**src/rtl/buf_cfg.svh**
```systemverilog
`ifndef BUF_CFG_SVH
`define BUF_CFG_SVH

// halfword width
`define DATA_W        16
// buffer geometry
`define PAGE_WORDS    8
`define NUM_PAGES     32
`define NUM_QUEUES    8
// eight full pages
`define MAX_PKT_WORDS 64
// full while fewer free pages than one longest packet
`define FULL_PAGES    8

`endif

```
**src/rtl/pkt_fmt_pkg.sv**
```systemverilog
package pkt_fmt_pkg;

    // priority 0 is the most urgent
    typedef enum logic [2:0] {
        PRIO_0 = 3'd0,
        PRIO_1 = 3'd1,
        PRIO_2 = 3'd2,
        PRIO_3 = 3'd3,
        PRIO_4 = 3'd4,
        PRIO_5 = 3'd5,
        PRIO_6 = 3'd6,
        PRIO_7 = 3'd7
    } prio_t;

    // first halfword of every packet, length counts the header too
    typedef struct packed {
        logic [8:0] len;
        logic [3:0] spare;
        prio_t      prio;
    } pkt_hdr_t;

endpackage

```
**src/rtl/buf_types_pkg.sv**
```systemverilog
`include "buf_cfg.svh"

package buf_types_pkg;
    import pkt_fmt_pkg::*;

    localparam int PAGE_ID_W  = $clog2(`NUM_PAGES);
    localparam int OFFSET_W   = $clog2(`PAGE_WORDS);
    localparam int QUEUE_ID_W = $clog2(`NUM_QUEUES);

    typedef logic [PAGE_ID_W-1:0]          page_id_t;
    typedef logic [OFFSET_W-1:0]           page_off_t;
    // page number in the upper bits, halfword offset below
    typedef logic [PAGE_ID_W+OFFSET_W-1:0] word_addr_t;
    typedef logic [QUEUE_ID_W-1:0]         queue_id_t;

    // one stored packet
    typedef struct packed {
        prio_t    prio;
        page_id_t head;
        page_id_t tail;
    } pkt_desc_t;

    // link table write from the ingress side
    typedef struct packed {
        logic     en;
        page_id_t from_page;
        page_id_t to_page;
    } link_wr_t;

    typedef enum logic [1:0] {WR_IDLE, WR_BODY, WR_FINISH} wr_state_t;

    typedef enum logic {RD_IDLE, RD_STREAM} rd_state_t;

endpackage

```
**src/rtl/egress_reader.sv**
```systemverilog
`timescale 1ns/100ps
`include "buf_cfg.svh"

module egress_reader
    import buf_types_pkg::*;
    import pkt_fmt_pkg::*;
(
    input  logic               clk,
    input  logic               rst_n,
    input  logic               ready,
    input  logic               not_empty,
    output logic               pop,
    input  pkt_desc_t          head_desc,
    output logic               mem_rd_en,
    output word_addr_t         mem_rd_addr,
    input  logic [`DATA_W-1:0] mem_rd_data,
    output page_id_t           link_rd_page,
    input  page_id_t           link_next,
    output logic               release_en,
    output page_id_t           release_page,
    output logic               rd_sop,
    output logic               rd_eop,
    output logic               rd_vld,
    output logic [`DATA_W-1:0] rd_data
);
    rd_state_t  state;
    page_id_t   rd_page;
    page_id_t   issue_page;
    page_off_t  rd_off;
    logic [8:0] left;
    logic [8:0] left_now;
    logic       hdr_wait;
    logic       out_vld;
    logic       last_q;
    logic       issue;
    logic       page_end;
    pkt_hdr_t   hdr;

    assign hdr = pkt_hdr_t'(mem_rd_data);

    // ready only counts between packets
    assign pop = state == RD_IDLE && ready && not_empty;

    // length becomes known when the header returns
    assign left_now = hdr_wait ? hdr.len - 1'b1 : left;
    assign issue    = state == RD_STREAM && left_now != '0;

    // offset zero means the previous page is used up
    assign link_rd_page = rd_page;
    assign issue_page   = (rd_off == '0) ? link_next : rd_page;
    assign page_end     = rd_off == page_off_t'(`PAGE_WORDS - 1);

    assign mem_rd_en   = pop || issue;
    assign mem_rd_addr = pop ? {head_desc.head, page_off_t'(0)} : {issue_page, rd_off};

    // page is freed with the read of its last halfword
    assign release_en   = (hdr_wait && hdr.len == 9'd1) ||
                          (issue && (page_end || left_now == 9'd1));
    assign release_page = issue_page;

    assign rd_vld  = out_vld;
    assign rd_sop  = hdr_wait;
    assign rd_eop  = last_q || (hdr_wait && hdr.len == 9'd1);
    assign rd_data = mem_rd_data;

    always_ff @(posedge clk) begin
        if (!rst_n) begin
            state    <= RD_IDLE;
            hdr_wait <= 1'b0;
            out_vld  <= 1'b0;
            last_q   <= 1'b0;
        end else begin
            out_vld  <= mem_rd_en;
            hdr_wait <= pop;
            last_q   <= issue && left_now == 9'd1;
            case (state)
                RD_IDLE: begin
                    if (pop) begin
                        state <= RD_STREAM;
                    end
                end
                RD_STREAM: begin
                    // final halfword is on the output now
                    if (!issue) begin
                        state <= RD_IDLE;
                    end
                end
                default: state <= RD_IDLE;
            endcase
        end
    end

    always_ff @(posedge clk) begin
        if (pop) begin
            rd_page <= head_desc.head;
            rd_off  <= page_off_t'(1);
        end else if (issue) begin
            rd_page <= issue_page;
            rd_off  <= rd_off + 1'b1;
            left    <= left_now - 1'b1;
        end
    end

endmodule

```
**config.mk**
```make
export PLATFORM = sky130hd
export DESIGN_NAME = egress_reader
export DESIGN_NICKNAME = d
export VERILOG_FILES = /design/src/rtl/pkt_fmt_pkg.sv /design/src/rtl/buf_types_pkg.sv /design/src/rtl/egress_reader.sv
export VERILOG_INCLUDE_DIRS = /design/src /design/src/rtl
export SDC_FILE = /design/constraint.sdc
export NUM_CORES = 1
export LEC_CHECK = 0
export ABC_AREA = 1
export BUFFER_PORTS_ARGS = -buffer_cell sky130_fd_sc_hd__buf_2
export CAP_MARGIN = 20
export CORE_UTILIZATION = 50
export CTS_CLUSTER_DIAMETER = 60
export DETAILED_ROUTE_END_ITERATION = 10
export GPL_ROUTABILITY_DRIVEN = 0
export PLACE_DENSITY_LB_ADDON = 0.05
export SYNTH_ARGS = -nofsm -noshare
export SYNTH_HDL_FRONTEND = slang
export SYNTH_SLANG_ARGS = --single-unit
```
**constraint.sdc**
```tcl
create_clock -name clk -period 4.95 [get_ports clk]
set_clock_uncertainty 0.2 [all_clocks]
set_input_delay 0.2475 -clock clk [delete_from_list [all_inputs] [get_ports clk]]
set_output_delay 0.2475 -clock clk [all_outputs]
set_load 0.1 [all_outputs]
```
**Word level (Yosys, flattened, before mapping)**

Index checks and enable logic that the tools add are counted.

- Bits in registers: 21
- Logic and storage cells: 37

- Add/sub/neg operators: 3
- Equality and inequality tests: 3
- Mux-type cells: 8
- Bitwise gates (word level): 2
- Reduce and logical (&&, ||, !) cells: 14

Operator list:

| cell | count |
|---|---|
| equality test 9 x 1 -> 1 bit (second input constant) | 2 |
| subtractor 9 x 1 -> 9 bit (second input constant) | 2 |
| two-way mux 5 bit | 3 |
| two-way mux 9 bit | 1 |
| nonzero test 9 bit | 1 |
| two-way mux 8 bit | 1 |
| logical AND 1 bit | 6 |
| logical OR 1 bit | 4 |
| adder 3 x 1 -> 3 bit (second input constant) | 1 |
| equality test 3 bit (second input constant) | 1 |
| logical NOT 3 bit | 1 |
| two-way mux 1 bit | 2 |
| inverter 1 bit | 2 |
| case mux 1 bit (2 select lines) | 1 |
| AND reduction 2 bit | 1 |
| nonzero test 2 bit | 1 |

**Depth between registers and ports, before layout**

Gate-level depths: netlist of run 1.

- Depth in word-level cells: 6
- Mapped depth: 14
- Depth with buffers taken out: 14

**Worst setup path before layout of run 1**

No wires, ideal clock.

- Path type: flip-flop to flip-flop
- Start: register rd_page[3], in the netlist link_rd_page[3]
- End: register rd_page[3], in the netlist link_rd_page[3] (data pin)
- Library setup time: 0.528 ns
- Arrival time: 2.637 ns
- Slack: 1.585 ns
- Cell stages (with the launch flop): 3
- Clock period less this slack: 3.365 ns
- Path through: edfxtp_1 nand2_1 a31oi_1

- Longest elaborated chain between the ends: 3

Ends and longest elaborated chain:

| element | line | RTL |
|---|---|---|
| from (decl) | egress_reader.sv:27 | `page_id_t rd_page;` |
| from (signal assigned) | egress_reader.sv:95 | `rd_page <= head_desc.head;` |
| from (signal assigned) | egress_reader.sv:98 | `rd_page <= issue_page;` |
| two-way mux 5 bit | egress_reader.sv:50 | `assign issue_page = (rd_off == '0) ? link_next : rd_page;` |
| two-way mux 5 bit | egress_reader.sv:97 | `end else if (issue) begin` |
| two-way mux 5 bit | egress_reader.sv:94 | `if (pop) begin` |

Every way passes these cells. The select of a mux whose other input is x is not followed.
A chain may end at the register's enable or synchronous reset.

**Final worst setup path of run 1**

- Start: register hdr_wait, in the netlist rd_sop
- End: output port mem_rd_en

- Longest elaborated chain between the ends: 4

Ends and longest elaborated chain:

| element | line | RTL |
|---|---|---|
| from (decl) | egress_reader.sv:32 | `logic hdr_wait;` |
| from (signal assigned) | egress_reader.sv:74 | `hdr_wait <= pop;` |
| two-way mux 9 bit | egress_reader.sv:45 | `assign left_now = hdr_wait ? hdr.len - 1'b1 : left;` |
| nonzero test 9 bit | egress_reader.sv:46 | `assign issue = state == RD_STREAM && left_now != '0;` |
| logical AND 1 bit | egress_reader.sv:46 |  |
| logical OR 1 bit | egress_reader.sv:53 | `assign mem_rd_en = pop \|\| issue;` |
| to (decl) | egress_reader.sv:14 | `output logic mem_rd_en,` |

Every way passes these cells.

==> flow_summary.yaml, run 1 <==
outcome:
  run_status: "finished, final reports clean"
pwr:
  p_clk_share_pct: 10.4
  seqPwrFrac_pct: 27.8
  powerDensity_mw_per_mm2: 442
  power.leakage_nw: 0.944
  p_sw_w: 0.000491
  switching_share_pct: 60.7
  vdd_drop_max_mv: 0.240
  p_int_w: 0.000318
  finalPower_w: 0.000809
  comb_power_share_pct: 61.8
setup_path:
  crit_path_max_fanout: 13
  setup.worst_path.class: "reg2out"
  r2r_slack_ns: 2.56
  start_kind: "flip-flop"
  cp.required_ns: 4.50
  cp-end-kind: "primary output"
  critPathArrivalTime_ns: 2.68
synthesis:
  ys_seq_elements: 21
  synth_top_area_share_pct: 26.3
  synth_top_family_by_area: "simple AND/OR/NAND/NOR gates"
  syn_nets: 249
  synth_mux_area_share_pct: 0
  synth_common_cells: "nand2_1, nand3_1, inv_1"
  synthDistinctLibCells: 32
  avgSynthCellArea_um2: 7.88
  synth_simple_gate_area_share_pct: 35.6
  synth-compound-area-share_pct: 4.07
  synth_edf_count: 14
  ys.flop_type: "edfxtp_1"
  synth-xor-area-share_pct: 3.83
  synth.area.top_cells: "edfxtp_1, nand2_1, dfxtp_1, nand3_1, buf_4"
  post-synth-top-count-cell: "nand2_1"
  synthesis.area_mm2: 0.00160
  async_reset_ff_share_pct: 0
  synth_cells: 203
  synth_warnings: 0
  synth_adder_area_share_pct: 6.26
  seq_area_frac_synth_pct: 35.1
  yosys.area.top_type: "edfxtp_1"
timing:
  setup_tns_ns: 0
  clock.fmax_ghz: 0.320
  relSlewSlack_pct: 60.7
  rsz0062_at_grt: "false"
  fin_crit_sh_pct: 63.2
  drv_slew: 0
  finalSetupViolCount: 0
  min_period_ns: 3.13
  worst_slack_ns: 1.82
  worst_pin_slew_ns: 0.588
  hold_viol: 0
cts:
  cts.sinks: 21
  htree_levels: 1
  cts_setup_buffers: 0
  cts.clk_slew.worst_paths_ns: 0.12
  max-clock-path-buffers: 2
  cts_tree: "done"
  post_cts_resized: 0
  cts-root-buf: "clkbuf_4"
  hold_buffers: 1
  numCtsBuffers: 3
  clk_latency_ns: 0.31
finish:
  nFillCells: 311
  stdcell_area_mm2: 0.00183
  drive_above_1_share_pct: 36.3
  final_util_pct: 60.0
  finalNetCount: 292
  antenna_cells: 0
  area_delta_synth_final_pct: 14.6
floorplanning:
  die_width_um: 58.6
  start_util_pct: 52.4
  rows: 20
  core-area_mm2: 0.00305
  io_pins: 78
  die_area_mm2: 0.00343
  die_h_um: 58.6
global_routing:
  grt_first_pass_wirelength_um: 5220
  grt_pass1_vias: 1152
  grt_usage_pct: 20.0
  grt_max_degree: 17
  antenna_found_initial: 0
  grt_overflow: 0
routing:
  dr_total_vias: 1355
  wl_per_cell_um: 10.9
  viasPerCell: 4.69
  drt_first_iter_violations: 71
  ant_nets: 0
  drc_errors: 0
  totalWireLength_um: 3150
  drtPass1Iterations: 4
run:
  maxCapViolCount: 0
placement:
  place_area_mm2: 0.00179
  dp_hpwl_um: 2560
  io_buffers: 55
  dpl_worst_slack_ns: 2.16
worst_hold_path:
  min_path_type: "in2reg"
power groups by stage:
| stage | sequential (W) | clock (W) | combinational (W) |
|---|---|---|---|
| after detailed placement | 0.000229 | 0 | 0.000502 |
| after CTS | 0.000225 | 0.0000879 | 0.000503 |
| after floorplan | 0.000280 | 0 | 0.000411 |
| after global placement | 0.000228 | 0 | 0.000498 |
| after global routing | 0.000227 | 0.0000942 | 0.000528 |
| final | 0.000225 | 0.0000843 | 0.000500 |
worst max-delay path: stages, from the launching register on:
cell	delay, ns
dfxtp_1	0.65
inv_2	0.16
o21ai_1	0.24
inv_2	0.09
ha_1	0.20
inv_1	0.09
nor3_4	0.05
nand2_4	0.12
nand2_8	0.08
nand2_1	0.22
buf_2	0.49
logic make-up after synthesis:
logic type | Yosys count
flip-flops | 21
XOR/XNOR | 7
AO/OA/AOI/OAI | 11
AND/OR/NAND/NOR | 110
adder cells (fa/ha/maj) | 8
buffers and inverters | 46
metal layers:
| layer | global-route usage [%] | part of all wire, % | wire length, µm |
|---|---|---|---|
| met5 | 0 | 0 | 0 |
| met2 | 29.7 | 46 | 1460 |
| met4 | 6.46 | 0.70 | 22 |
| met1 | 30.2 | 50 | 1570 |
| met3 | 2.64 | 3.3 | 104 |
final cells by class:
cell class | count | area [µm²] | area share [%]
Multi-Input combinational cell | 136 | 796 | 43.4
Clock inverter | 1 | 5.00 | 0.273
Clock buffer | 3 | 22.5 | 1.23
Tap cell | 44 | 55.1 | 3.01
Timing Repair Buffer | 56 | 285 | 15.6
Inverter | 28 | 108 | 5.87
Sequential cell | 21 | 561 | 30.6
registers in the layout, summed over array words and instances (netlist names):
signal and cells:
rd_vld 1, last_q 1, rd_off 3, link_rd_page 5, left 9, state 1, rd_sop 1
stage by stage:
stage | std cells | hold slack [ns]
floorplan | 203 | 0.219
finish | 289 | 0.134
detailed placement | 284 | 0.296
global route | 289 | 0.125
global placement | 284 | 0.287
CTS | 289 | 0.116
cells in the final DEF (no fill, tap or decap), drive strengths merged:
cell and n:
inv 28, nand4 2, dlygate4sd3 1, nand2 52
a21oi 2, clkbuf 3, or2 3, edfxtp 14
a31oi 5, nor3 4, xor2 6, dfxtp 7
ha 8, o21ai 4, nand3 27, xnor2 1
buf 55, nor2 22, clkinv 1
worst paths after layout:
check / to / depth (start not counted) / start
setup / recovery: mem_rd_en / 10 / rd_sop
hold / removal: link_rd_page[0] / 3 / head_desc[5]
setup reg to reg: link_rd_page[3] / 9 / rd_sop
hold reg to reg: rd_off[0] / 2 / rd_off[0]
Power figures use the tool's default switching activity.
==> run 2, diff against run 1 <==
ABC_AREA = 0   (was 1)
CORE_UTILIZATION = 41   (was 50)
clock period = 2.8 ns   (was 4.95 ns; I/O delays follow)
==> flow_summary.yaml, run 2 <==
synthesis:
  synth_edf_count: 14
  synthesis.area_mm2: 0.00151
  synth_warnings: 0
  post-synth-top-count-cell: "nor2_1"
  synthDistinctLibCells: 40
  synth_cells: 161
  syn_nets: 207
  async_reset_ff_share_pct: 0
  synth_common_cells: "nor2_1, buf_4, edfxtp_1"
  seq_area_frac_synth_pct: 37.1
  avgSynthCellArea_um2: 9.40
  synth_top_area_share_pct: 27.8
  ys.flop_type: "edfxtp_1"
  synth.area.top_cells: "edfxtp_1, dfxtp_1, buf_4, nor2_1, ha_1"
  yosys.area.top_type: "edfxtp_1"
  ys_seq_elements: 21
timing:
  clock.fmax_ghz: 0.372
  min_period_ns: 2.69
  hold_viol: 0
  worst_pin_slew_ns: 0.489
  fin_crit_sh_pct: 95.9
  drv_slew: 0
  finalSetupViolCount: 0
  rsz0062_at_grt: "false"
  relSlewSlack_pct: 67.6
setup_path:
  setup.worst_path.class: "in2out"
  critPathArrivalTime_ns: 2.35
  cp-end-kind: "primary output"
  reg2reg_to: "rd_off[1]"
  r2r_slack_ns: 0.44
  start_kind: "primary input"
  cp.required_ns: 2.46
  r2r_cells: 6
  crit_path_max_fanout: 6
  r2r_start: "rd_sop"
cts:
  cts_setup_buffers: 0
  numCtsBuffers: 3
  cts.clk_slew.worst_paths_ns: 0.08
  cts-root-buf: "clkbuf_8"
  cts_tree: "done"
  max-clock-path-buffers: 2
  cts.sinks: 21
  htree_levels: 1
  clk_latency_ns: 0.26
finish:
  largest_reg_flops: 9
  final_util_pct: 56.4
  finalNetCount: 256
  final_cell_mix: "buf_2, nor2_1, edfxtp_1"
  drive_above_1_share_pct: 44.0
  final_common_cell: "buf_2"
  regArea_um2: 562
  area_delta_synth_final_pct: 28.3
  multi_input_area_um2: 841
  instances_no_fill: 255
  nFillCells: 326
  top_register: "left"
  antenna_cells: 0
run:
  maxCapViolCount: 0
worst_hold_path:
  min_path_cells: 3
  min_path_type: "in2reg"
  worstHoldStart: "head_desc[8]"
  hold_end: "link_rd_page[3]"
floorplanning:
  die_h_um: 62.7
  rows: 21
  io_pins: 78
  die_width_um: 62.7
  core-area_mm2: 0.00344
  start_util_pct: 43.9
  die_area_mm2: 0.00394
placement:
  io_buffers: 55
  placed_cells: 250
  dp_hpwl_um: 2500
pwr:
  vdd_drop_max_mv: 0.380
  powerDensity_mw_per_mm2: 834
  finalPower_w: 0.00162
  power.leakage_nw: 0.875
global_routing:
  grt_pass1_vias: 1117
  grt_overflow: 0
  antenna_found_initial: 0
  grt_usage_pct: 15.9
  grt_max_degree: 17
  grt_first_pass_wirelength_um: 4950
outcome:
  run_status: "finished, final reports clean"
routing:
  totalWireLength_um: 3010
  dr_total_vias: 1216
  viasPerCell: 4.77
  drc_errors: 0
  ant_nets: 0
  drtPass1Iterations: 4
  wl_per_cell_um: 11.8
  drt_first_iter_violations: 55
## run 2: critical path, cell delays in order
cell and delay [ns]:
buf_2 0.12, inv_1 0.10, ha_2 0.21, or3b_1 0.38, or3_1 0.40, a31oi_4 0.21
nor3_2 0.08, a31o_1 0.24, buf_12 0.16, nand2_4 0.11, buf_12 0.18
## run 2: logic make-up (layout without fill, tap and decap cells)
group | count (synthesis) | count (layout) | share of synthesized area (%)
compound gates | 19 | 19 | 9.93
xor+xnor | 14 | 14 | 8.11
fa+ha+maj | 8 | 8 | 6.62
buf+inv | 30 | 78 | 11.9
flops | 21 | 21 | 37.1
mux | 10 | 10 | 7.69
simple gates | 59 | 59 | 18.7
## run 2: routing by layer
layer / global-route usage [%] / up-vias / part of all wire (%) / wire length [µm]
met5: 0 / - / 0 / 0
met4: 4.65 / 0 / 0.86 / 26
met3: 4.56 / 5 / 4.6 / 138
met2: 26.9 / 26 / 49 / 1480
met1: 19.5 / 553 / 45 / 1360
li1: - / 632 / - / -
## run 2: worst max path at each step
stage	from	endpoint	depth (start not counted)
final	mem_rd_data[7]	mem_rd_en	11
after global routing	rd_sop	mem_rd_en	7
after CTS	mem_rd_data[7]	mem_rd_en	11
after detailed placement	mem_rd_data[7]	mem_rd_en	11
after global placement	mem_rd_data[7]	mem_rd_en	11
after floorplan	mem_rd_data[7]	release_en	9
## run 2: power by group
| group | internal, W | switching, W | total, W |
|---|---|---|---|
| clock | 0.0000992 | 0.0000980 | 0.000197 |
| sequential | 0.000383 | 0.0000247 | 0.000407 |
| combinational | 0.000209 | 0.000804 | 0.00101 |
| total | 0.000691 | 0.000927 | 0.00162 |
## run 2: final cells by class
class | instances | share of cell area (%)
clock buffer | 3 | 2.13
inverter | 11 | 2.13
tap | 46 | 2.97
sequential | 21 | 28.9
multi-input combinational | 110 | 43.3
timing repair buffer | 63 | 20.2
clock inverter | 1 | 0.258
## run 2: timing repair
item                                   in CTS  in global routing
resized for setup                           0                  4
endpoints found under the hold margin       4                  0
hold buffers                                1                  0
setup endpoints to repair                   0                  1
## run 2: through the flow
step / hold slack [ns] / setup TNS [ns] / instance area (µm²) / setup slack, ns
2_1_floorplan: 0.102 / -0.280 / 1570 / -0.218
3_3_place_gp: 0.0812 / 0 / 1870 / 0.118
3_5_place_dp: 0.0812 / 0 / 1870 / 0.0946
4_1_cts: 0.00755 / 0 / 1930 / 0.0906
5_1_grt: 0.00790 / 0 / 1940 / 0.0153
6_report: 0.0133 / 0 / 1940 / 0.114
